===== config.mk =====
export PLATFORM = sky130hd
export DESIGN_NAME = load_unit
export DESIGN_NICKNAME = d
export VERILOG_FILES = /design/src/mmu_pkg.sv /design/src/load_unit.sv
export VERILOG_INCLUDE_DIRS = /design/src
export SDC_FILE = /design/constraint.sdc
export NUM_CORES = 1
export LEC_CHECK = 0
export ABC_AREA = 0
export BUFFER_PORTS_ARGS = -buffer_cell sky130_fd_sc_hd__buf_2
export CAP_MARGIN = 20
export CORE_UTILIZATION = 36
export DETAILED_ROUTE_END_ITERATION = 6
export GPL_ROUTABILITY_DRIVEN = 1
export PLACE_DENSITY_LB_ADDON = 0.08
export SYNTH_ARGS = -nofsm -noshare
export SYNTH_HDL_FRONTEND = slang
export SYNTH_SLANG_ARGS = --single-unit

===== constraint.sdc =====
create_clock -name clk -period 2.05 [get_ports clk]
set_input_delay 0.3075 -clock clk [delete_from_list [all_inputs] [get_ports clk]]
set_output_delay 0.3075 -clock clk [all_outputs]
set_load 0.01 [all_outputs]

===== src/mmu_cfg.svh =====
/*
 * Sizing macros for the memory unit
 * Queue depths, data and tag widths, data memory size
 */

`ifndef MMU_CFG_SVH
`define MMU_CFG_SVH

// --------------------
// Datapath widths
// --------------------

// Data and address width
`define MMU_XLEN 32

// Reorder-buffer tag width
`define MMU_TAG_W 6

// --------------------
// Queue sizes
// --------------------

`define MMU_LQ_DEPTH 8
`define MMU_SQ_DEPTH 8

// Index bits of the store queue plus one wrap bit
`define MMU_SQ_PTR_W 4

// Data memory size in 32-bit words
`define MMU_MEM_WORDS 256

`endif


===== src/mmu_pkg.sv =====
/*
 * Shared types of the memory unit
 * Operation enum, queue entries, memory write and load result structs
 */

`default_nettype none

`include "mmu_cfg.svh"

package mmu_pkg;

    // Operation kinds
    typedef enum logic {
        OP_LOAD  = 1'b0,
        OP_STORE = 1'b1
    } mem_op_e;

    // Word address, low two byte bits already dropped
    typedef logic [`MMU_XLEN-3:0] word_addr_t;

    // Store-queue pointer, top bit is the wrap bit
    typedef logic [`MMU_SQ_PTR_W-1:0] sq_ptr_t;

    // One operation from dispatch
    typedef struct packed {
        mem_op_e                 op;
        logic [`MMU_TAG_W-1:0]   tag;
        logic [`MMU_XLEN-1:0]    base;
        logic [`MMU_XLEN-1:0]    offset;
        logic [`MMU_XLEN-1:0]    data;
    } dispatch_req_t;

    // --------------------
    // Queue entries
    // --------------------

    typedef struct packed {
        logic [`MMU_TAG_W-1:0]   tag;
        word_addr_t              addr;
        sq_ptr_t                 snap;   // Store-queue tail at dispatch
    } lq_entry_t;

    typedef struct packed {
        word_addr_t              addr;
        logic [`MMU_XLEN-1:0]    data;
    } sq_entry_t;

    // --------------------
    // Memory and result
    // --------------------

    typedef struct packed {
        logic                    en;
        word_addr_t              addr;
        logic [`MMU_XLEN-1:0]    data;
    } mem_write_t;

    typedef struct packed {
        logic [`MMU_TAG_W-1:0]   tag;
        logic [`MMU_XLEN-1:0]    data;
    } load_result_t;

endpackage

`default_nettype wire


===== src/load_unit.sv =====
/*
 * Load issue and result stage
 * In-order issue, forward or memory data select, held result register
 */

`timescale 1ns/1ns
`default_nettype none

`include "mmu_cfg.svh"

module load_unit import mmu_pkg::*; (
    input  wire logic               clk,
    input  wire logic               rst,
    input  wire logic               head_valid_i,
    input  lq_entry_t               head_i,
    output logic                    pop_o,
    output word_addr_t              fwd_addr_o,
    output sq_ptr_t                 fwd_limit_o,
    input  wire logic               fwd_hit_i,
    input  wire logic [`MMU_XLEN-1:0] fwd_data_i,
    output word_addr_t              rd_addr_o,
    input  wire logic [`MMU_XLEN-1:0] rd_data_i,
    output logic                    result_valid_o,
    output load_result_t            result_o,
    input  wire logic               result_ready_i
);

    logic                   valid_q;
    logic                   use_reg_q;   // Result comes from data_q, not the memory port
    logic [`MMU_TAG_W-1:0]  tag_q;
    logic [`MMU_XLEN-1:0]   data_q;
    logic                   issue;
    logic                   hold;

    // Result stage empty or emptied this cycle
    assign issue = head_valid_i && (!valid_q || result_ready_i);
    assign hold  = valid_q && !result_ready_i;
    assign pop_o = issue;

    // Search and read both use the head load of this cycle
    assign fwd_addr_o  = head_i.addr;
    assign fwd_limit_o = head_i.snap;
    assign rd_addr_o   = head_i.addr;

    always_ff @(posedge clk or negedge rst) begin
        if (!rst) begin
            valid_q   <= 1'b0;
            use_reg_q <= 1'b0;
        end else begin
            if (issue) begin
                valid_q   <= 1'b1;
                use_reg_q <= fwd_hit_i;
            end else if (valid_q && result_ready_i) begin
                valid_q <= 1'b0;
            end else if (hold) begin
                // Memory data is parked in data_q below
                use_reg_q <= 1'b1;
            end
        end
    end

    // Memory read data only lasts one cycle, keep it while stalled
    always_ff @(posedge clk) begin
        if (issue) begin
            tag_q  <= head_i.tag;
            data_q <= fwd_data_i;
        end else if (hold && !use_reg_q) begin
            data_q <= rd_data_i;
        end
    end

    assign result_valid_o = valid_q;
    assign result_o.tag   = tag_q;
    assign result_o.data  = use_reg_q ? data_q : rd_data_i;

endmodule

`default_nettype wire


==> metrics.cfg <==
[critical_path]
path_max_fanout=10
slowest_delay_ns=0.55
path_class=flip-flop to output pin
r2r-start=result_valid_o
cp-endpoint=result_o[2]
required_ns=1.74
path_cells=buf_4 -> mux2_2 -> buf_2
start_kind=flip-flop
endpoint_kind=output pin
reg2reg_depth=4
worst_path_max_delay_cell=dfrtp_1
critPathArrivalTime_ns=1.59
crit_start=use_reg_q
reg2reg_to=data_q[30]
regToRegSetupSlack_ns=0.61

[detailed_routing]
routed_wirelength_mm=5.82
vias_per_cell=4.56
vias=1540
drt_iter0_drc=26
drc=0
post_drt_wl_per_cell_um=17.2
ant_nets=0
firstDrtPassIters=3

[clocking]
insertion_delay_ns=0.29
h-tree-depth=2
cts_buffer_depth=2
clock-root-buffer=clkbuf_8
cts_tree=done
cts_hold_buf=1
cts_setup_buffers=0
numCtsBuffers=5
cts_sinks=40
cts_resized=0
path_clk_slew_ns=0.09

[timing]
fmax_mhz=527
worst_pin_slew_ns=0.336
hold_viol=0
fin_skew_ns=0.00781
min_period_over_period=0.926
fin_setup_tns_ns=0
finalSetupViolCount=0
slew_violations=0
fin_ws_ns=0.151
max_slew_margin=0.776
period_needed_ns=1.90
rsz0062_at_grt=no

[flow_run]
maxCapViolCount=0

[floorplanning]
die_w_um=87.2
core_um2=6910
die_h_um=87.2
rows=30
dieArea_um2=7600
start_util=0.378
io_pins=213

[cells_and_area]
final_core_util=0.428
drive_gt1_frac=0.806
diodes=0
layout_common_cells=buf_2 (114), edfxtp_1 (38), mux2_2 (35), mux2_4 (29), buf_4 (6)
fin_nets=350
areaGrowthSynthToFinish_pct=13.1
layout_commonest_cell=buf_2

[place]
port_buffers=114
dp_hpwl_mm=4.50
dpl_worst_slack_ns=0.437
gp_congestion=0.676

[synth]
yosysWarnings=0
netlist_area_um2=2610
synth.ff_latch_count=40
ys_seq_area_frac=0.456
synthCells=183
syn_area_per_cell_um2=14.3
synth_nets=292
ys_types=14

[global_routing]
grt_pass1_wl_mm=8.58
antenna_found_initial=0
grt_pass1_vias=1596
grt.overflow.total=0
grtUsageTotal=0.151
grt_max_degree=22

[outcome]
run_status=completed

[worst_hold_path]
hold_path_class=input port to flip-flop

[pwr]
leakage_nw=1.37
p_per_area_nw_per_um2=739
vdd.ir_drop.worst_mv=0.315

## where the power goes
part           switching, mW  leakage (nW)  internal (mW)
clock                  0.290        0.0541          0.361
combinational          0.227         0.921          0.294
sequential            0.0218         0.393          0.990
total                  0.540          1.37           1.64
## synthesized netlist by cell type
| cell type | count | area [um2] |
|---|---|---|
| mux2_2 | 35 | 394 |
| o21a_1 | 1 | 7.51 |
| mux2_4 | 29 | 435 |
| edfxtp_1 | 38 | 1140 |
| buf_2 | 4 | 20.0 |
| buf_4 | 64 | 480 |
| o211ai_1 | 1 | 7.51 |
| buf_6 | 3 | 33.8 |
| dfrtp_1 | 2 | 50.1 |
| nand2_1 | 1 | 3.75 |
| inv_1 | 2 | 7.51 |
| nand2b_1 | 1 | 6.26 |
| nand2b_4 | 1 | 13.8 |
| nand2_4 | 1 | 11.3 |
## worst max-delay path, delay by kind of cell (launching register included)
kind     cells  cell delay [ns]
buf+inv      2             0.40
flops        1             0.55
mux          1             0.35
## cell type report
type	instances	area, um2
tap	96	120
timing repair buffer	122	646
sequential	40	1190
fill	719	3950
multi-input combinational	70	880
clock inverter	3	42.5
inverter	2	7.51
clock buffer	5	68.8
## kinds of logic after synthesis
logic type | share of synthesized area
buffers and inverters | 0.207
multiplexers | 0.318
flip-flops | 0.456
AND/OR/NAND/NOR | 0.0134
AO/OA/AOI/OAI | 0.00575
## registers in the layout (all words and copies together) (netlist names)
register and count:
tag_q 6, use_reg_q 1, data_q 32, result_valid_o 1
## worst min-delay path by stage
| stage | from | endpoint | depth (start not counted) |
|---|---|---|---|
| after CTS | head_i[37] | tag_q[3] | 1 |
| after detailed placement | rst | use_reg_q | 1 |
| after global placement | rst | use_reg_q | 1 |
| after global routing | head_i[37] | tag_q[3] | 1 |
| final | head_i[37] | tag_q[3] | 1 |
| after floorplan | rst | result_valid_o | 0 |
## per-layer routing
metal  vias up  routed length, um  track usage
li1        704                  -            -
met1       712               2080        0.158
met2        71               2970        0.269
met3        53                472       0.0398
met4         0                293       0.0969
met5         -                  0            0
## per-stage QoR
| stage | hold slack [ns] | power (mW) | instance area (um2) | std cells |
|---|---|---|---|---|
| global placement | 0.0991 | 1.56 | 2830 | 329 |
| CTS | 0.173 | 2.22 | 2960 | 338 |
| finish | 0.186 | 2.18 | 2960 | 338 |
| detailed placement | 0.0996 | 1.56 | 2830 | 329 |
| global route | 0.171 | 2.29 | 2960 | 338 |
| floorplan | 0.0119 | 1.47 | 2610 | 183 |
No activity file was read; power rests on OpenSTA's default activity.
