## config.mk

```make
export PLATFORM = sky130hd
export DESIGN_NAME = load_queue
export DESIGN_NICKNAME = d
export VERILOG_FILES = /design/src/mmu_pkg.sv /design/src/load_queue.sv
export VERILOG_INCLUDE_DIRS = /design/src
export SDC_FILE = /design/constraint.sdc
export NUM_CORES = 1
export LEC_CHECK = 0
export BUFFER_PORTS_ARGS = -buffer_cell sky130_fd_sc_hd__buf_2
export CELL_PAD_IN_SITES_DETAIL_PLACEMENT = 1
export CELL_PAD_IN_SITES_GLOBAL_PLACEMENT = 2
export CORE_ASPECT_RATIO = 0.8
export CORE_UTILIZATION = 33
export DETAILED_ROUTE_END_ITERATION = 7
export PLACE_DENSITY_LB_ADDON = 0.1
export SLEW_MARGIN = 10
export SYNTH_ARGS = -nofsm -noshare
export SYNTH_HDL_FRONTEND = slang
export SYNTH_SLANG_ARGS = --single-unit
```

## constraint.sdc

```tcl
create_clock -name clk -period 5.4 [get_ports clk]
set_clock_uncertainty 0.15 [all_clocks]
set_input_delay 1.08 -clock clk [delete_from_list [all_inputs] [get_ports clk]]
set_output_delay 1.08 -clock clk [all_outputs]
set_load 0.01 [all_outputs]
```

## src/mmu_cfg.svh

```systemverilog
/*
 * Sizing macros for the memory unit
 * Queue depths, data and tag widths, data memory size
 */

`ifndef MMU_CFG_SVH
`define MMU_CFG_SVH

// --------------------
// Datapath widths
// --------------------

// Data and address width
`define MMU_XLEN 32

// Reorder-buffer tag width
`define MMU_TAG_W 6

// --------------------
// Queue sizes
// --------------------

`define MMU_LQ_DEPTH 8
`define MMU_SQ_DEPTH 8

// Index bits of the store queue plus one wrap bit
`define MMU_SQ_PTR_W 4

// Data memory size in 32-bit words
`define MMU_MEM_WORDS 256

`endif

```

## src/mmu_pkg.sv

```systemverilog
/*
 * Shared types of the memory unit
 * Operation enum, queue entries, memory write and load result structs
 */

`default_nettype none

`include "mmu_cfg.svh"

package mmu_pkg;

    // Operation kinds
    typedef enum logic {
        OP_LOAD  = 1'b0,
        OP_STORE = 1'b1
    } mem_op_e;

    // Word address, low two byte bits already dropped
    typedef logic [`MMU_XLEN-3:0] word_addr_t;

    // Store-queue pointer, top bit is the wrap bit
    typedef logic [`MMU_SQ_PTR_W-1:0] sq_ptr_t;

    // One operation from dispatch
    typedef struct packed {
        mem_op_e                 op;
        logic [`MMU_TAG_W-1:0]   tag;
        logic [`MMU_XLEN-1:0]    base;
        logic [`MMU_XLEN-1:0]    offset;
        logic [`MMU_XLEN-1:0]    data;
    } dispatch_req_t;

    // --------------------
    // Queue entries
    // --------------------

    typedef struct packed {
        logic [`MMU_TAG_W-1:0]   tag;
        word_addr_t              addr;
        sq_ptr_t                 snap;   // Store-queue tail at dispatch
    } lq_entry_t;

    typedef struct packed {
        word_addr_t              addr;
        logic [`MMU_XLEN-1:0]    data;
    } sq_entry_t;

    // --------------------
    // Memory and result
    // --------------------

    typedef struct packed {
        logic                    en;
        word_addr_t              addr;
        logic [`MMU_XLEN-1:0]    data;
    } mem_write_t;

    typedef struct packed {
        logic [`MMU_TAG_W-1:0]   tag;
        logic [`MMU_XLEN-1:0]    data;
    } load_result_t;

endpackage

`default_nettype wire

```

## src/load_queue.sv

```systemverilog
/*
 * Load queue
 * Circular buffer of pending loads in program order
 */

`timescale 1ns/1ns
`default_nettype none

`include "mmu_cfg.svh"

module load_queue import mmu_pkg::*; (
    input  wire logic   clk,
    input  wire logic   rst,
    input  wire logic   push_i,
    input  lq_entry_t   entry_i,
    output logic        full_o,
    output logic        head_valid_o,
    output lq_entry_t   head_o,
    input  wire logic   pop_i
);

    localparam int DEPTH = `MMU_LQ_DEPTH;
    localparam int IDX_W = $clog2(DEPTH);
    localparam int CNT_W = IDX_W + 1;

    lq_entry_t          entries [DEPTH];
    logic [IDX_W-1:0]   head_q;
    logic [IDX_W-1:0]   tail_q;
    logic [CNT_W-1:0]   count_q;

    // --------------------
    // Pointers and count
    // --------------------

    always_ff @(posedge clk or negedge rst) begin
        if (!rst) begin
            head_q  <= '0;
            tail_q  <= '0;
            count_q <= '0;
        end else begin
            if (push_i) begin
                tail_q <= tail_q + 1'b1;
            end
            if (pop_i) begin
                head_q <= head_q + 1'b1;
            end
            // Push and pop together leave the count alone
            if (push_i && !pop_i) begin
                count_q <= count_q + 1'b1;
            end else if (pop_i && !push_i) begin
                count_q <= count_q - 1'b1;
            end
        end
    end

    // --------------------
    // Entry storage
    // --------------------

    always_ff @(posedge clk) begin
        if (push_i) begin
            entries[tail_q] <= entry_i;
        end
    end

    assign full_o       = (count_q == CNT_W'(DEPTH));
    assign head_valid_o = (count_q != '0);
    assign head_o       = entries[head_q];

endmodule

`default_nettype wire

```

==> metrics.txt <==
max-cap viol count=0; HP Class=in2async; maximum clock path buffer count=3; first drt pass iteration count=4; ANT nets after route=0; Setup Fix Bufs, Post-CTS=0; Yosys Warn Count=0; Worst EP arrival=3.02 ns; P_leak=5.114 nW; vias in the first global route=6441; Syn Nets=573; top cell type's share of synthesized area=0.7437; CP Launch Type=register; Final Hold Fails=0; Post-DP Area=14000 um2; Initial Util=0.3362; mapped cell area=12920 um2; Final Cycle Share=0.7862; H-tree levels=2; max_slew headroom=0.2084; Final Util=0.3931; fin crit period=4.245 ns; register area share after synthesis=0.7630; placer congestion estimate=0.6727; post-cts hold buffer count=0; Vias/cell=4.941; status=complete, no violations; Critical Path RT=4.17 ns; Die X=223.2 um; DIE HEIGHT=179.0 um; area delta synth->final=16.94%; number of flops mapped to enable cells by yosys=320; share of layout cells above drive strength 1=0.3092; Synth async-reset ratio=0.03030; endpoints failing setup=0; cts bufs inserted=36; first-pass GRT wire length=41390 um; total core area=38440 um2; DRT Wirelength=27860 um; Slew @ Worst Pin=1.187 ns; largest net degree at the start of global routing=83; Die ar.=39950 um2; mux cell area share after synthesis=0.2006; post-route cell area=15110 um2; Clock Sinks=330; Peak VDD IR=247.7 uV; 1st-iter DRT viols=269; CTS tree=built; GRT Total Usage=0.1436; Seq cells post-synth=330; Routed WL per cell=24.00 um; Final #Nets=688; DRC viols=0; top post-synthesis cells by area=edfxtp_1 74%, mux4_1 16%, mux2_2 3.7%; fmax=0.2356 GHz; Commonest cells post-synth=320 x edfxtp_1, 79 x mux4_1, 43 x mux2_2; io pins=86; power per standard cell area=527.4 nW/um2; FP Rows=64; setup TNS=0 ns; initial antenna violation count=3; overall power=7.968 mW; Cell variety after synth=28; Synth Area in XOR/XNOR=0.004067; total grt overflow=0; vias=5736; crit-path max FO=42; post-synthesis compound-gate area fraction=0.003196; hpwl dp=15750 um; CTS Root Cell=clkbuf_16; post-CTS sizing=0; largest family of logic cells by synthesized area=multiplexers; Worst setup EP type=output pin; Worst-Skew Late Latency=0.51 ns; largest area contributor in the netlist=edfxtp_1; buffers added on ports=85; DP Worst Slack=1.708 ns; Layout fillers=3601; Synth Flop Type=edfxtp_1; Clk pin slew, worst setup/hold paths=0.06 ns; adder-cell area share of the yosys netlist=0.006391; Cells after Synth=523; RSZ-0062 raised after global routing=false; Synth Area per Inst=24.71 um2; most numerous cell in the Yosys netlist=edfxtp_1; Final Slew Violations=0; simple-gate portion of the synthesized area=0.009780; Final WS setup=1.155 ns; crit path kind=reg2out
==> power by group <==
| group | internal (mW) | switching (mW) | total, mW |
|---|---|---|---|
| combinational | 1.08 | 0.983 | 2.06 |
| clock | 1.35 | 0.956 | 2.30 |
| sequential | 3.22 | 0.378 | 3.60 |
| total | 5.65 | 2.32 | 7.97 |
==> final timing paths <==
path                                            start                       end  slack (ns)  cells after the start
worst max-delay path            head_q[0]$_DFFE_PN0P_                head_o[27]        1.15                      4
worst max register to register  tail_q[1]$_DFFE_PN0P_  entries[4][22]$_DFFE_PP_        3.01                      3
min in group clk                tail_q[1]$_DFFE_PN0P_     tail_q[1]$_DFFE_PN0P_        0.41                      1
worst min register to register  tail_q[1]$_DFFE_PN0P_     tail_q[1]$_DFFE_PN0P_        0.41                      1
max in group asynchronous                         rst     head_q[1]$_DFFE_PN0P_        4.58                      1
worst min-delay path                              rst    count_q[3]$_DFFE_PN0P_        0.28                      1
==> layout by cell type, fill, tap and decap left out, types with 2 or more instances in the layout <==
cell / count
diode_2: 3
nand2_1: 6
clkbuf_16: 37
clkinv_1: 8
mux4_1: 79
nor2_4: 6
xnor2_1: 4
clkinv_2: 7
mux2_2: 43
bufinv_16: 2
nor3_2: 2
ha_1: 5
a21oi_1: 2
buf_2: 85
clkbuf_1: 6
inv_6: 2
inv_1: 2
or4_1: 2
nand3_1: 2
o211ai_1: 2
edfxtp_1: 320
nand2b_1: 3
xor2_1: 2
buf_4: 15
dfrtp_4: 2
dfrtp_1: 7
==> cells by family (layout without fill, tap and decap cells) <==
family | Yosys count | in the layout
AOI/OAI and AO/OA | 6 | 6
xor gates and xnor gates | 6 | 6
and+or+nand+nor | 25 | 25
adders and majority gates | 6 | 6
DFF | 330 | 330
other | 0 | 3
buffers and inverters | 26 | 166
muxes | 124 | 124
==> sequential cells by signal, indices dropped and copies added, names as in the netlist <==
name and count:
head_q 3, count_q 4, tail_q 3, entries 320
==> worst max-delay path, stage by stage (launching register included) <==
cell and delay, ns:
dfrtp_4 0.94, buf_12 0.35, mux4_1 0.63, mux2_2 0.29, buf_2 0.14
==> through the flow <==
stage	std cells	hold slack (ns)
final	1161	0.2786
after global placement	1095	0.3754
after CTS	1158	0.2566
after detailed placement	1095	0.4052
after global routing	1158	0.2757
after floorplan	523	0.3418
==> final cells by class <==
type                    count  area (um2)  area share
flip-flops and latches    330        9868      0.6531
repair buffers            101       558.0     0.03693
clock buffers              43       948.4     0.06277
clock inverters            20       150.1    0.009937
well taps                 495       619.3     0.04099
diodes                      3       7.507   0.0004969
inverters                   2       7.507   0.0004969
multi-input cells         167        2950      0.1953
==> routing by layer <==
metal / vias up / global-route usage / wire length [um]
li1: 2540 / - / -
met1: 3057 / 0.1905 / 12830
met2: 101 / 0.2378 / 13260
met3: 36 / 0.03491 / 1349
met4: 2 / 0.03621 / 403
met5: - / 0 / 8
Note: power is estimated with default switching activity, not from simulation.
