--- src/mmu_cfg.svh ---
/*
 * Sizing macros for the memory unit
 * Queue depths, data and tag widths, data memory size
 */

`ifndef MMU_CFG_SVH
`define MMU_CFG_SVH

// --------------------
// Datapath widths
// --------------------

// Data and address width
`define MMU_XLEN 32

// Reorder-buffer tag width
`define MMU_TAG_W 6

// --------------------
// Queue sizes
// --------------------

`define MMU_LQ_DEPTH 8
`define MMU_SQ_DEPTH 8

// Index bits of the store queue plus one wrap bit
`define MMU_SQ_PTR_W 4

// Data memory size in 32-bit words
`define MMU_MEM_WORDS 256

`endif

--- src/mmu_pkg.sv ---
/*
 * Shared types of the memory unit
 * Operation enum, queue entries, memory write and load result structs
 */

`default_nettype none

`include "mmu_cfg.svh"

package mmu_pkg;

    // Operation kinds
    typedef enum logic {
        OP_LOAD  = 1'b0,
        OP_STORE = 1'b1
    } mem_op_e;

    // Word address, low two byte bits already dropped
    typedef logic [`MMU_XLEN-3:0] word_addr_t;

    // Store-queue pointer, top bit is the wrap bit
    typedef logic [`MMU_SQ_PTR_W-1:0] sq_ptr_t;

    // One operation from dispatch
    typedef struct packed {
        mem_op_e                 op;
        logic [`MMU_TAG_W-1:0]   tag;
        logic [`MMU_XLEN-1:0]    base;
        logic [`MMU_XLEN-1:0]    offset;
        logic [`MMU_XLEN-1:0]    data;
    } dispatch_req_t;

    // --------------------
    // Queue entries
    // --------------------

    typedef struct packed {
        logic [`MMU_TAG_W-1:0]   tag;
        word_addr_t              addr;
        sq_ptr_t                 snap;   // Store-queue tail at dispatch
    } lq_entry_t;

    typedef struct packed {
        word_addr_t              addr;
        logic [`MMU_XLEN-1:0]    data;
    } sq_entry_t;

    // --------------------
    // Memory and result
    // --------------------

    typedef struct packed {
        logic                    en;
        word_addr_t              addr;
        logic [`MMU_XLEN-1:0]    data;
    } mem_write_t;

    typedef struct packed {
        logic [`MMU_TAG_W-1:0]   tag;
        logic [`MMU_XLEN-1:0]    data;
    } load_result_t;

endpackage

`default_nettype wire

--- src/store_queue.sv ---
/*
 * Store queue
 * Program-order stores, commit drain into memory, forwarding search
 */

`timescale 1ns/1ns
`default_nettype none

`include "mmu_cfg.svh"

module store_queue import mmu_pkg::*; (
    input  wire logic               clk,
    input  wire logic               rst,
    input  wire logic               push_i,
    input  sq_entry_t               entry_i,
    output logic                    full_o,
    output sq_ptr_t                 tail_o,
    input  wire logic               commit_i,
    output mem_write_t              mem_write_o,
    input  word_addr_t              fwd_addr_i,
    input  sq_ptr_t                 fwd_limit_i,
    output logic                    fwd_hit_o,
    output logic [`MMU_XLEN-1:0]    fwd_data_o
);

    localparam int DEPTH = `MMU_SQ_DEPTH;
    localparam int IDX_W = `MMU_SQ_PTR_W - 1;

    sq_entry_t  entries [DEPTH];
    sq_ptr_t    head_q;
    sq_ptr_t    tail_q;
    sq_ptr_t    occupancy;
    sq_ptr_t    fwd_dist;
    logic       empty;
    logic       drain;
    logic       limit_in_range;

    // Wrap bit tells full from empty
    assign occupancy = tail_q - head_q;
    assign empty     = (occupancy == '0);
    assign full_o    = (occupancy == sq_ptr_t'(DEPTH));
    assign tail_o    = tail_q;

    // Commit pulses on an empty queue are dropped
    assign drain = commit_i && !empty;

    // --------------------
    // Pointers
    // --------------------

    always_ff @(posedge clk or negedge rst) begin
        if (!rst) begin
            head_q <= '0;
            tail_q <= '0;
        end else begin
            if (push_i) begin
                tail_q <= tail_q + 1'b1;
            end
            if (drain) begin
                head_q <= head_q + 1'b1;
            end
        end
    end

    always_ff @(posedge clk) begin
        if (push_i) begin
            entries[tail_q[IDX_W-1:0]] <= entry_i;
        end
    end

    // Head entry goes to memory on the commit edge
    assign mem_write_o.en   = drain;
    assign mem_write_o.addr = entries[head_q[IDX_W-1:0]].addr;
    assign mem_write_o.data = entries[head_q[IDX_W-1:0]].data;

    // --------------------
    // Forwarding search
    // --------------------

    // Stores older than the load sit between head and the snapshot.
    // Once the head has moved past the snapshot, all of them are in memory
    assign fwd_dist       = fwd_limit_i - head_q;
    assign limit_in_range = (fwd_dist <= occupancy);

    always_comb begin
        sq_ptr_t scan_ptr;

        fwd_hit_o  = 1'b0;
        fwd_data_o = '0;
        // Oldest first, so the last match is the youngest
        for (int i = 0; i < DEPTH; i++) begin
            scan_ptr = head_q + sq_ptr_t'(i);
            if (limit_in_range && (sq_ptr_t'(i) < fwd_dist) &&
                (entries[scan_ptr[IDX_W-1:0]].addr == fwd_addr_i)) begin
                fwd_hit_o  = 1'b1;
                fwd_data_o = entries[scan_ptr[IDX_W-1:0]].data;
            end
        end
    end

endmodule

`default_nettype wire

--- config.mk ---
export PLATFORM = sky130hd
export DESIGN_NAME = store_queue
export DESIGN_NICKNAME = d
export VERILOG_FILES = /design/src/mmu_pkg.sv /design/src/store_queue.sv
export VERILOG_INCLUDE_DIRS = /design/src
export SDC_FILE = /design/constraint.sdc
export NUM_CORES = 2
export LEC_CHECK = 0
export ABC_CLOCK_PERIOD_IN_PS = 8650
export BUFFER_PORTS_ARGS = -buffer_cell sky130_fd_sc_hd__clkbuf_2
export CORE_MARGIN = 3
export CORE_UTILIZATION = 36
export CTS_BUF_LIST = sky130_fd_sc_hd__clkbuf_4 sky130_fd_sc_hd__clkbuf_8
export DETAILED_ROUTE_END_ITERATION = 8
export PLACE_DENSITY = 0.51
export SETUP_SLACK_MARGIN = 0.02
export SYNTH_ARGS = -nofsm -noshare
export SYNTH_HDL_FRONTEND = slang
export SYNTH_SLANG_ARGS = --single-unit
--- constraint.sdc ---
create_clock -name clk -period 8.65 [get_ports clk]
set_clock_uncertainty 0.15 [all_clocks]
set_input_delay 0.4325 -clock clk [delete_from_list [all_inputs] [get_ports clk]]
set_output_delay 0.4325 -clock clk [all_outputs]
set_load 0.02 [all_outputs]
==> flow_metrics.tcl <==
set metrics [dict create \
    drc_errors 0 \
    htreeDepth 3 \
    ant_nets 0 \
    met2_usage_pct 38.9 \
    rows 126 \
    ys_seq_elements 504 \
    clockBufferDepth 3 \
    dpl.hpwl_um 108000 \
    synth_top_family_by_area "multiplexers" \
    hold_end "entries[6][16]" \
    r2r-start "head_q[1]" \
    reg2reg_depth 7 \
    grt_pass1_wl_um 235000 \
    placed_cells 4754 \
    p_total_w 0.0220 \
    hold_viol 0 \
    core_area_sq_mm 0.119 \
    synth_top_flop_cell "edfxtp_1" \
    worst-r2r-setup-slack_ns 4.84 \
    synth_area_sq_mm 0.0433 \
    antenna_found_initial 15 \
    synthArstFlopShare_pct 1.59 \
    required_ns 8.07 \
    avgViaCountPerCell 6.56 \
    synth_nets 3290 \
    grt_util_met1_pct 36.1 \
    die_x_um 353 \
    crit_slowest_cell "dfrtp_4" \
    finalWeightedCongestion 1.01 \
    dieArea_sq_mm 0.125 \
    leakagePower_nw 16.3 \
    swShare_pct 48.5 \
    syn_to_final_growth_pct 11.4 \
    cts_root_buf "clkbuf_8" \
    slew_viol_final 0 \
    seqPwrFrac_pct 16.0 \
    cts_sinks 504 \
    hp-start "entry_i[16]" \
    slew_headroom_pct 28.2 \
    ys_types 84 \
    synthMuxAreaShare_pct 39.7 \
    synth_xor_xnor_area_share_pct 4.77 \
    setup_tns_ns 0 \
    arrival_ns 7.30 \
    top_usage_layer "met2" \
    clk_latency_ns 0.75 \
    fmaxAchievable_mhz 127 \
    switchingPower_w 0.0107 \
    p_clk_share_pct 12.1 \
    placed_area_sq_mm 0.0454 \
    grt_pass1_vias 32200 \
    ctsResizeCount 0 \
    ys_seq_area_share_pct 34.8 \
    whs_ns 0.327 \
    worstSetupPathType "reg2out" \
    grt-ovfl-total 0 \
    portBuffers 200 \
    synth-compound-area-share_pct 8.27 \
    critPathLaunchType "register" \
    endpoint_kind "output port" \
    worstPathMaxFanout 37 \
    post-route-period-util_pct 91.1 \
    p_int_w 0.0113 \
    wl_um 162000 \
    layout-drive-gt1-share_pct 35.9 \
    slowest_delay_ns 0.79 \
    yosysWarnings 0 \
    layout_commonest_cell "mux4_2" \
    clk_pin_slew_ns 0.07 \
    setup_viol 0 \
    reg2reg_to "head_q[1]" \
    dr.first_iter.drc_count 4085 \
    syn_avg_cell_area_sq_um 13.6 \
    comb_power_share_pct 71.9 \
    outcome "completed" \
    grt_max_degree 124 \
    synthAdderAreaFrac_pct 0.497 \
    rsz0062_at_grt "no" \
    crit_start "head_q[1]" \
    power_density_mw_per_mm2 455 \
    vias 32900 \
    post_drt_wl_per_cell_um 32.3 \
    finalInstanceArea_sq_mm 0.0483 \
    worstPathCellList "clkinv_1 -> buf_4 -> ha_4 -> buf_12 -> mux4_2 -> xnor2_1 -> nand2_1 -> or4_1 -> a32o_1 -> nor4_4 -> nand2_2 -> buf_4 -> o311ai_1 -> a221oi_2 -> o22ai_1 -> clkbuf_2" \
    fin_cells 5011 \
    io_pins 201 \
    hold_class "in2reg" \
    dr.pass1.iters 7 \
    irDropWorstVdd_uv 349 \
    die_y_um 353 \
    synthCells 3174 \
    final_cell_mix "mux4_2 (545), edfxtp_1 (496), mux2i_1 (375), nand2_1 (233), clkbuf_2 (200)" \
    start_util_pct 36.5 \
    post_synth_and_or_nand_nor_area_fraction_pct 7.13 \
    cts_tree "built" \
    fin_nets 3433 \
    met3_usage_pct 4.92 \
    holdPathStages 2 \
    cap_violations 0 \
    cp_common_cell "buf_4" \
    layout_min_cycle_time_ns 7.88 \
    fillers 11100 \
    track_usage_pct 25.4 \
    cts_buffers 95 \
    synth-edff-count 496 \
    tightest_slew_ns 1.07 \
]
-- timing repair --
item,4_1_cts,5_1_grt
hold endpoints to repair,511,0
buffers inserted,0,0
hold buffers,66,0
setup endpoints to repair,0,0
-- worst max path at each step --
stage	end	slack, ns	cells past startpoint
after floorplan	fwd_data_o[11]	2.83	21
after global placement	fwd_data_o[29]	1.72	16
after detailed placement	fwd_data_o[24]	1.69	16
after CTS	fwd_data_o[24]	0.82	16
after global routing	fwd_data_o[17]	0.48	17
final	fwd_data_o[26]	0.77	16
-- worst max-delay path, delay by kind of cell (launching register included) --
family | cells | cell delay, ns
DFF | 1 | 0.79
muxes | 1 | 0.35
AOI/OAI and AO/OA | 4 | 1.04
buffers and inverters | 5 | 1.71
adders and majority gates | 1 | 0.62
xor gates and xnor gates | 1 | 0.15
and+or+nand+nor | 4 | 1.76
-- power groups by stage --
stage	registers (W)	logic [W]	clock network, W
finish	0.00352	0.0158	0.00265
global route	0.00356	0.0166	0.00283
CTS	0.00351	0.0156	0.00272
detailed placement	0.00355	0.0155	0
global placement	0.00355	0.0156	0
floorplan	0.00339	0.0115	0
-- cells by family after synthesis --
group           count (synthesis)
mux                          1022
simple gates                  609
flops                         504
compound gates                432
buf+inv                       356
xor+xnor                      235
fa+ha+maj                      16
-- routing by layer --
| layer | wire (um) | vias up |
|---|---|---|
| met5 | 34 | - |
| met4 | 5860 | 6 |
| met3 | 15000 | 340 |
| met2 | 73500 | 1764 |
| met1 | 67300 | 17200 |
| li1 | - | 13600 |
-- through the flow --
stage / util [%] / setup WS, ns
after detailed placement: 38.3 / 1.69
final: 40.6 / 0.768
after global routing: 40.6 / 0.485
after CTS: 40.6 / 0.821
after floorplan: - / 2.83
after global placement: 38.3 / 1.72
-- cell type report --
cell class                 count  area, sq um  area share, %
multi-input combinational   2314        26300           54.6
sequential                   504        15100           31.3
timing repair buffer         361         2510           5.21
tap                         1600         2000           4.15
clock buffer                 119         1490           3.10
clock inverter                57          621           1.29
inverter                      41          154          0.319
antenna                       15         37.5         0.0778
-- Yosys cell counts (16+ instances only) --
library cell,count,share of area (%)
nand3b_1,37,0.64
nand3_1,57,0.66
o22ai_1,60,0.87
edfxtp_1,496,34
buf_4,48,0.83
a221oi_2,50,1.7
mux2i_1,375,8.7
nand4_1,41,0.59
xor2_1,38,0.77
nand2_1,233,2.0
buf_1,25,0.22
inv_1,31,0.27
a221oi_1,31,0.63
a21oi_1,31,0.36
a22oi_1,22,0.38
o22ai_2,16,0.46
nor3_1,67,0.77
clkbuf_1,85,0.74
buf_2,103,1.2
buf_6,47,1.2
mux4_2,545,28
xnor2_1,196,4.0
a311oi_1,36,0.73
o311ai_0,20,0.40
o21ai_0,68,0.79
mux2_2,102,2.7
nor2_1,72,0.62
-- state kept, by name (all words and copies together), names as in the netlist --
signal	count
entries	496
head_q	4
tail_o	4
Note: power is estimated with default switching activity, not from simulation.
