**config.mk**
```make
export PLATFORM = sky130hd
export DESIGN_NAME = mmu_dispatch
export DESIGN_NICKNAME = d
export VERILOG_FILES = /design/src/mmu_pkg.sv /design/src/mmu_dispatch.sv
export VERILOG_INCLUDE_DIRS = /design/src
export SDC_FILE = /design/constraint.sdc
export NUM_CORES = 1
export LEC_CHECK = 0
export CORE_AREA = 2 2 83 85
export DETAILED_ROUTE_END_ITERATION = 8
export DIE_AREA = 0 0 85 87
export DONT_BUFFER_PORTS = 1
export PLACE_DENSITY = 0.48
export SETUP_SLACK_MARGIN = 0.3
export SYNTH_ARGS = -nofsm -noshare
export SYNTH_HDL_FRONTEND = slang
export SYNTH_SLANG_ARGS = --single-unit
```
**constraint.sdc**
```tcl
create_clock -name vclk -period 2.45
set_input_delay 0.245 -clock vclk [all_inputs]
set_output_delay 0.245 -clock vclk [all_outputs]
set_load 0.02 [all_outputs]
```
**src/mmu_cfg.svh**
```systemverilog
/*
 * Sizing macros for the memory unit
 * Queue depths, data and tag widths, data memory size
 */

`ifndef MMU_CFG_SVH
`define MMU_CFG_SVH

// --------------------
// Datapath widths
// --------------------

// Data and address width
`define MMU_XLEN 32

// Reorder-buffer tag width
`define MMU_TAG_W 6

// --------------------
// Queue sizes
// --------------------

`define MMU_LQ_DEPTH 8
`define MMU_SQ_DEPTH 8

// Index bits of the store queue plus one wrap bit
`define MMU_SQ_PTR_W 4

// Data memory size in 32-bit words
`define MMU_MEM_WORDS 256

`endif

```
**src/mmu_pkg.sv**
```systemverilog
/*
 * Shared types of the memory unit
 * Operation enum, queue entries, memory write and load result structs
 */

`default_nettype none

`include "mmu_cfg.svh"

package mmu_pkg;

    // Operation kinds
    typedef enum logic {
        OP_LOAD  = 1'b0,
        OP_STORE = 1'b1
    } mem_op_e;

    // Word address, low two byte bits already dropped
    typedef logic [`MMU_XLEN-3:0] word_addr_t;

    // Store-queue pointer, top bit is the wrap bit
    typedef logic [`MMU_SQ_PTR_W-1:0] sq_ptr_t;

    // One operation from dispatch
    typedef struct packed {
        mem_op_e                 op;
        logic [`MMU_TAG_W-1:0]   tag;
        logic [`MMU_XLEN-1:0]    base;
        logic [`MMU_XLEN-1:0]    offset;
        logic [`MMU_XLEN-1:0]    data;
    } dispatch_req_t;

    // --------------------
    // Queue entries
    // --------------------

    typedef struct packed {
        logic [`MMU_TAG_W-1:0]   tag;
        word_addr_t              addr;
        sq_ptr_t                 snap;   // Store-queue tail at dispatch
    } lq_entry_t;

    typedef struct packed {
        word_addr_t              addr;
        logic [`MMU_XLEN-1:0]    data;
    } sq_entry_t;

    // --------------------
    // Memory and result
    // --------------------

    typedef struct packed {
        logic                    en;
        word_addr_t              addr;
        logic [`MMU_XLEN-1:0]    data;
    } mem_write_t;

    typedef struct packed {
        logic [`MMU_TAG_W-1:0]   tag;
        logic [`MMU_XLEN-1:0]    data;
    } load_result_t;

endpackage

`default_nettype wire

```
**src/mmu_dispatch.sv**
```systemverilog
/*
 * Dispatch stage of the memory unit
 * Effective address, queue routing and dispatch ready
 */

`timescale 1ns/1ns
`default_nettype none

`include "mmu_cfg.svh"

module mmu_dispatch import mmu_pkg::*; (
    input  wire logic          dispatch_valid_i,
    input  dispatch_req_t      dispatch_req_i,
    output logic               dispatch_ready_o,
    input  wire logic          lq_full_i,
    input  wire logic          sq_full_i,
    input  sq_ptr_t            sq_tail_i,
    output logic               lq_push_o,
    output lq_entry_t          lq_entry_o,
    output logic               sq_push_o,
    output sq_entry_t          sq_entry_o
);

    logic [`MMU_XLEN-1:0] eff_addr;
    logic                 is_load;

    // Byte address, only the word part is kept
    assign eff_addr = dispatch_req_i.base + dispatch_req_i.offset;
    assign is_load  = (dispatch_req_i.op == OP_LOAD);

    // Ready follows the queue this op needs
    assign dispatch_ready_o = is_load ? !lq_full_i : !sq_full_i;

    assign lq_push_o = dispatch_valid_i && is_load && !lq_full_i;
    assign sq_push_o = dispatch_valid_i && !is_load && !sq_full_i;

    // Load remembers how many stores are older than itself
    assign lq_entry_o.tag  = dispatch_req_i.tag;
    assign lq_entry_o.addr = eff_addr[`MMU_XLEN-1:2];
    assign lq_entry_o.snap = sq_tail_i;

    assign sq_entry_o.addr = eff_addr[`MMU_XLEN-1:2];
    assign sq_entry_o.data = dispatch_req_i.data;

endmodule

`default_nettype wire

```
==> metrics.txt, run 1 <==
status=finished, final reports clean; setup TNS=0 ns; vias post-DR=2,030; core area=6570 µm²; Syn Nets=448; Area contributors post-synth=buf_4 (24%), ha_1 (17%), xnor2_1 (7.1%), a21oi_1 (6.3%), a21o_1 (5.0%); max incr delay on CP=0.36 ns; Port Buf Inserts=0; Worst path most repeated cell=a21oi_4; commonest cells in the netlist=buf_4 (72), ha_1 (30), a21oi_1 (28), nand2_1 (21), nor2_1 (19); n_diodes=0; crit path kind=input port to primary output; vias in the first global route=1,982; Worst slew margin=between 50% and 60%; layout cell share with drive strength beyond 1=50.3%; final WL=5900 µm; Die X=85 µm; final hold violations=0; drt pass-1 iters=4; power per cell area=467 nW/µm²; Worst setup EP type=primary output; DRT iter0 DRCs=55; nets=430; Avg Synthesized Cell Area=7.24 µm²; Filler cells=635; # DRC=0; top-area cell type share of the netlist area=24.2%; Hold EP=sq_entry_o[0]; Clock Buffer Count=0; YS warnings=0; antenna-violating nets left=0; Avg Vias per Cell=5.52; grt total ovfl=0; # IOs=215; Fin Hold WS=0.490 ns; kind of start point of the critical path=input port; Synth cell types=50; Die Span Y=just under 90 µm; Hold Path Stages=0; max-cap viol count=0; largest net degree at the start of global routing=9; Critical Path AT=1.99 ns; Least-Margin Pin Slew=0.687 ns; dpl ws=0.0862 ns; Yosys top cell by area=buf_4; die area=7400 µm²; Core Rows=30; fmax=0.447 GHz; Min-Delay Startpoint=dispatch_req_i[0]; Gate Count Post-Synth=308; Max FO, Critical Path=4; initial antenna violation count=0; Final Cycle Share=between 90% and 100%; Leak Pwr=1.18 nW; WP data required=about 2.2 ns; Storage cell area=0 µm²; Max Slew Vio Count=0; first-pass GRT wire length=9050 µm; final setup margin=about 0.21 ns; min Tclk post-route=2.24 ns; mapped cell area=around 2200 µm²; register area share after synthesis=0%; Avg WL per Cell=16.0 µm; Setup-failing EPs final=0; slowest CP cell=o32a_4; RSZ-0062 raised after global routing=yes; sequential cells=0; Area growth syn-to-layout=28.5%; Initial Util=34.0%; Placed Instances=~350; Post-DP HPWL=4880 µm; GRT Resource Usage Total=14.2%; Hold Path Class=input port to primary output; cell with the most instances after synthesis=buf_4; Final Util=43.7%; CP Cell Sequence=ha_4, nand4_1, a21oi_4, a21oi_4, o32a_4, o31ai_4, xor2_2, buf_12; GPL Wtd Cong=0.798; Post-Layout Cell Count=~370; Worst VDD drop=265 µV
area by class of cell:
| cell class | instances | area (µm²) | area share (%) |
|---|---|---|---|
| timing repair buffer | 60 | 527 | 18.4 |
| inverter | 4 | 15.0 | 0.524 |
| multi-input combinational | 224 | 2230 | 77.6 |
| tap | 80 | 100 | 3.49 |
worst max-delay path by stage:
stage	end	slack, ns	cells after the start	startpoint
after CTS	sq_entry_o[49]	0.18	8	dispatch_req_i[65]
after global placement	sq_entry_o[61]	0.10	9	dispatch_req_i[48]
after detailed placement	lq_entry_o[33]	0.09	9	dispatch_req_i[35]
after global routing	lq_entry_o[26]	0.10	9	dispatch_req_i[66]
after floorplan	sq_entry_o[51]	0.07	9	dispatch_req_i[66]
final	sq_entry_o[49]	0.21	8	dispatch_req_i[66]
per-stage QoR:
step	instance area [µm²]	power [mW]
final	2870	1.34
after global routing	2870	1.43
after CTS	2670	1.28
after detailed placement	2480	1.20
after global placement	2480	1.20
after floorplan	2630	1.11
per-layer routing:
| layer | vias up | GRT usage [%] | share of wire, % | wire length, µm |
|---|---|---|---|---|
| li1 | 997 | - | - | - |
| met1 | 951 | 18.2 | 43 | 2530 |
| met2 | 80 | 26.1 | 50 | 2970 |
| met5 | - | 0 | 0 | 0 |
| met4 | 0 | 0.577 | 0.034 | 2 |
| met3 | 2 | 2.65 | 6.7 | 395 |
power by group:
group	internal [mW]	switching, mW
clock network	0	0
logic	0.584	0.755
registers	0	0
total	0.584	0.755
repair_timing:
action,in CTS,in global routing
gates resized for setup,27,26
setup endpoints to repair,30,32
endpoints found under the hold margin,0,0
hold buffers,0,0
pin swaps,21,29
buffers inserted,10,6
cells by family after synthesis:
logic type	share of synthesized area (%)
XOR/XNOR	11.4
AND/OR/NAND/NOR	14.5
AO/OA/AOI/OAI	30.2
buffers and inverters	26.6
adder cells (fa/ha/maj)	16.8
multiplexers	0.449
cell usage in the layout (no fill, tap or decap), types with 4 or more instances in the layout:
master / synthesis / routed
xnor2_1: 18 / 8
nand3_1: 6 / 6
nor2_1: 19 / 15
nand2_1: 21 / 18
ha_4: 0 / 15
buf_12: 0 / 4
nor2_2: 0 / 4
buf_4: 72 / 49
o21ai_1: 5 / 6
a21oi_4: 1 / 6
a21o_1: 15 / 14
xor2_2: 0 / 5
ha_1: 30 / 12
inv_1: 4 / 4
a21oi_2: 2 / 7
buf_6: 1 / 7
a21oi_1: 28 / 18
xor2_1: 11 / 6
a31oi_1: 6 / 4
nand4_1: 4 / 4
o21ai_0: 11 / 5
xnor2_2: 0 / 10
o21ai_2: 0 / 4
worst max-delay path: cells and delay by family:
family,cells,cell delay [ns]
xor gates and xnor gates,1,0.22
buffers and inverters,1,0.15
adders and majority gates,1,0.25
and+or+nand+nor,1,0.15
AOI/OAI and AO/OA,4,0.95
Note: power is estimated with default switching activity, not from simulation.
==> inputs of run 2 (changes only) <==
--- a/config.mk
+++ b/config.mk
@@ -6,11 +6,12 @@
 export SDC_FILE = /design/constraint.sdc
 export NUM_CORES = 1
 export LEC_CHECK = 0
-export CORE_AREA = 2 2 83 85
+export ABC_AREA = 1
+export CORE_MARGIN = 2
+export CORE_UTILIZATION = 48
 export DETAILED_ROUTE_END_ITERATION = 8
-export DIE_AREA = 0 0 85 87
 export DONT_BUFFER_PORTS = 1
-export PLACE_DENSITY = 0.48
+export PLACE_DENSITY = 0.63
 export SETUP_SLACK_MARGIN = 0.3
 export SYNTH_ARGS = -nofsm -noshare
 export SYNTH_HDL_FRONTEND = slang
==> metrics.txt, run 2 <==
fmax=just over 0.5 GHz; GPL Wtd Cong=0.893; Avg Vias per Cell=4.72; Setup-failing EPs final=0; Int Pwr=0.274 mW; Least-Margin Pin Slew=0.622 ns; Final Cycle Share=80.8%; Storage cell area=0 µm²; sequential power share=0%; most common cell after layout, fill and taps aside=nand2_1; slowest CP cell=ha_1; initial antenna violation count=0; Post-DP HPWL=6640 µm; sequential cells=0; # DRC=0; nets=677; Critical Path AT=1.73 ns; setup TNS=0 ns; Area growth syn-to-layout=-11.0%; max-cap viol count=0; Initial Util=50.5%; Port Buf Inserts=0; Yosys top cell by area=nand2_1; M1 GR Usage=26.7%; DRT iter0 DRCs=approximately 100; top-area cell type share of the netlist area=28.0%; Max FO, Critical Path=4; # IOs=approximately 220; most frequent cells in the layout=nand2_1 (225), inv_1 (125), nor2_1 (40), ha_1 (30), nand2_2 (24); Max Slew Vio Count=0; Worst path most repeated cell=nand2_2; met3 usage=1.99%; Sw Share=71.8%; vias in the first global route=2,699; final hold violations=0; cell with the most instances after synthesis=nand2_1; Die Span Y=83.4 µm; Clk pwr share=0%; Avg Synthesized Cell Area=5.11 µm²; Worst slew margin=58.1%; Synth cell types=21; YS warnings=0; Hold Path Class=input port to primary output; Worst setup EP type=primary output; Core Rows=28; CP Cell Sequence=ha_1, nand2_1, inv_1, a21oi_1, nand2_2, nand2_2, nand2_4, nand2_2, nand3_1, nand2_1; power per cell area=361 nW/µm²; grt total ovfl=0; GRT Resource Usage Total=19.9%; met2 GRT Util=34.2%; gr busiest metal=met2; crit path kind=input port to primary output; first-pass GRT wire length=12,000 µm; status=finished, final reports clean; Crit path max-delay family=simple AND/OR/NAND/NOR gates; register area share after synthesis=0%; Worst Path Buf+Inv=1; final WL=7160 µm; postcts setup bufs=0; layout cell share with drive strength beyond 1=a little under a tenth; Die X=83.4 µm; Comb pwr share=100.0%; die area=6950 µm²; Filler cells=714; largest net degree at the start of global routing=6; kind of start point of the critical path=input port; Clock Buffer Count=0; Gate Count Post-Synth=about 590; core area=~6000 µm²; RSZ-0062 raised after global routing=no; fin area=2690 µm²; Net Sw Power=0.698 mW; Worst VDD drop=233 µV; Multi-input gate area=2010 µm²; drt pass-1 iters=4; commonest cells in the netlist=nand2_1 (226), inv_1 (125), buf_4 (72), nor2_1 (40), ha_1 (30); Area contributors post-synth=nand2_1 (28%), buf_4 (18%), inv_1 (16%), ha_1 (12%), nor2_1 (5.0%); vias post-DR=around 2,900; CTS hold repair buffers=0; Avg WL per Cell=11.7 µm; DP Area=2690 µm²; Leak Pwr=between 1.5 and 2 nW; # resized after CTS=0; antenna-violating nets left=0; WP data required=2.20 ns; max incr delay on CP=0.34 ns; Syn Nets=732; n_diodes=0; mapped cell area=~3000 µm²; min Tclk post-route=1.98 ns
-- run 2: cell types whose count changed after synthesis, moves of 5 or more --
cell / delta
a21oi_1: -9
nand3_1: +13
a21o_1: -15
inv_1: +121
o21ai_0: -9
clkbuf_1: -6
nand2_1: +205
xnor2_1: -17
a31oi_1: -6
o21ai_1: -5
nand2_2: +23
nor2_1: +21
-- run 2: power groups by stage --
stage / clock network (mW) / registers, mW / logic [mW]
2_1_floorplan: 0 / 0 / 0.996
3_3_place_gp: 0 / 0 / 0.969
3_5_place_dp: 0 / 0 / 0.972
4_1_cts: 0 / 0 / 0.974
5_1_grt: 0 / 0 / 1.08
6_report: 0 / 0 / 0.971
-- run 2: layout make-up --
cell class	instances	share of cell area, %
multi-input combinational	393	74.6
timing repair buffer	15	4.18
tap	75	3.48
inverter	127	17.7
-- run 2: metal layers --
metal | vias to the layer above | share of wire [%]
li1 | 1553 | -
met3 | 20 | 7.0
met4 | 0 | 2.1
met5 | - | 0
met1 | 1202 | 46
met2 | 104 | 45
-- run 2: cell families (layout without fill, tap and decap cells) --
family | count (synthesis) | after routing | share of synthesized area [%]
xor+xnor | 16 | 16 | 4.63
simple gates | 325 | 325 | 45.6
fa+ha+maj | 30 | 30 | 12.4
compound gates | 22 | 22 | 3.72
buf+inv | 199 | 142 | 33.6
-- run 2: final timing paths --
| check | from | to | slack [ns] | cells after the start |
|---|---|---|---|---|
| setup / recovery | dispatch_req_i[38] | lq_entry_o[25] | 0.47 | 10 |
| hold / removal | dispatch_req_i[14] | sq_entry_o[14] | 0.49 | 0 |
-- run 2: stage by stage --
stage / setup slack, ns / hold slack [ns] / util [%] / total power, mW / cells
2_1_floorplan: 0.411 / 0.573 / - / 0.996 / 592
3_3_place_gp: 0.456 / 0.490 / 44.9 / 0.969 / 610
3_5_place_dp: 0.460 / 0.490 / 44.9 / 0.972 / 610
4_1_cts: 0.460 / 0.490 / 44.9 / 0.974 / 610
5_1_grt: 0.306 / 0.490 / 45.0 / 1.08 / 610
6_report: 0.471 / 0.490 / 45.0 / 0.971 / 610
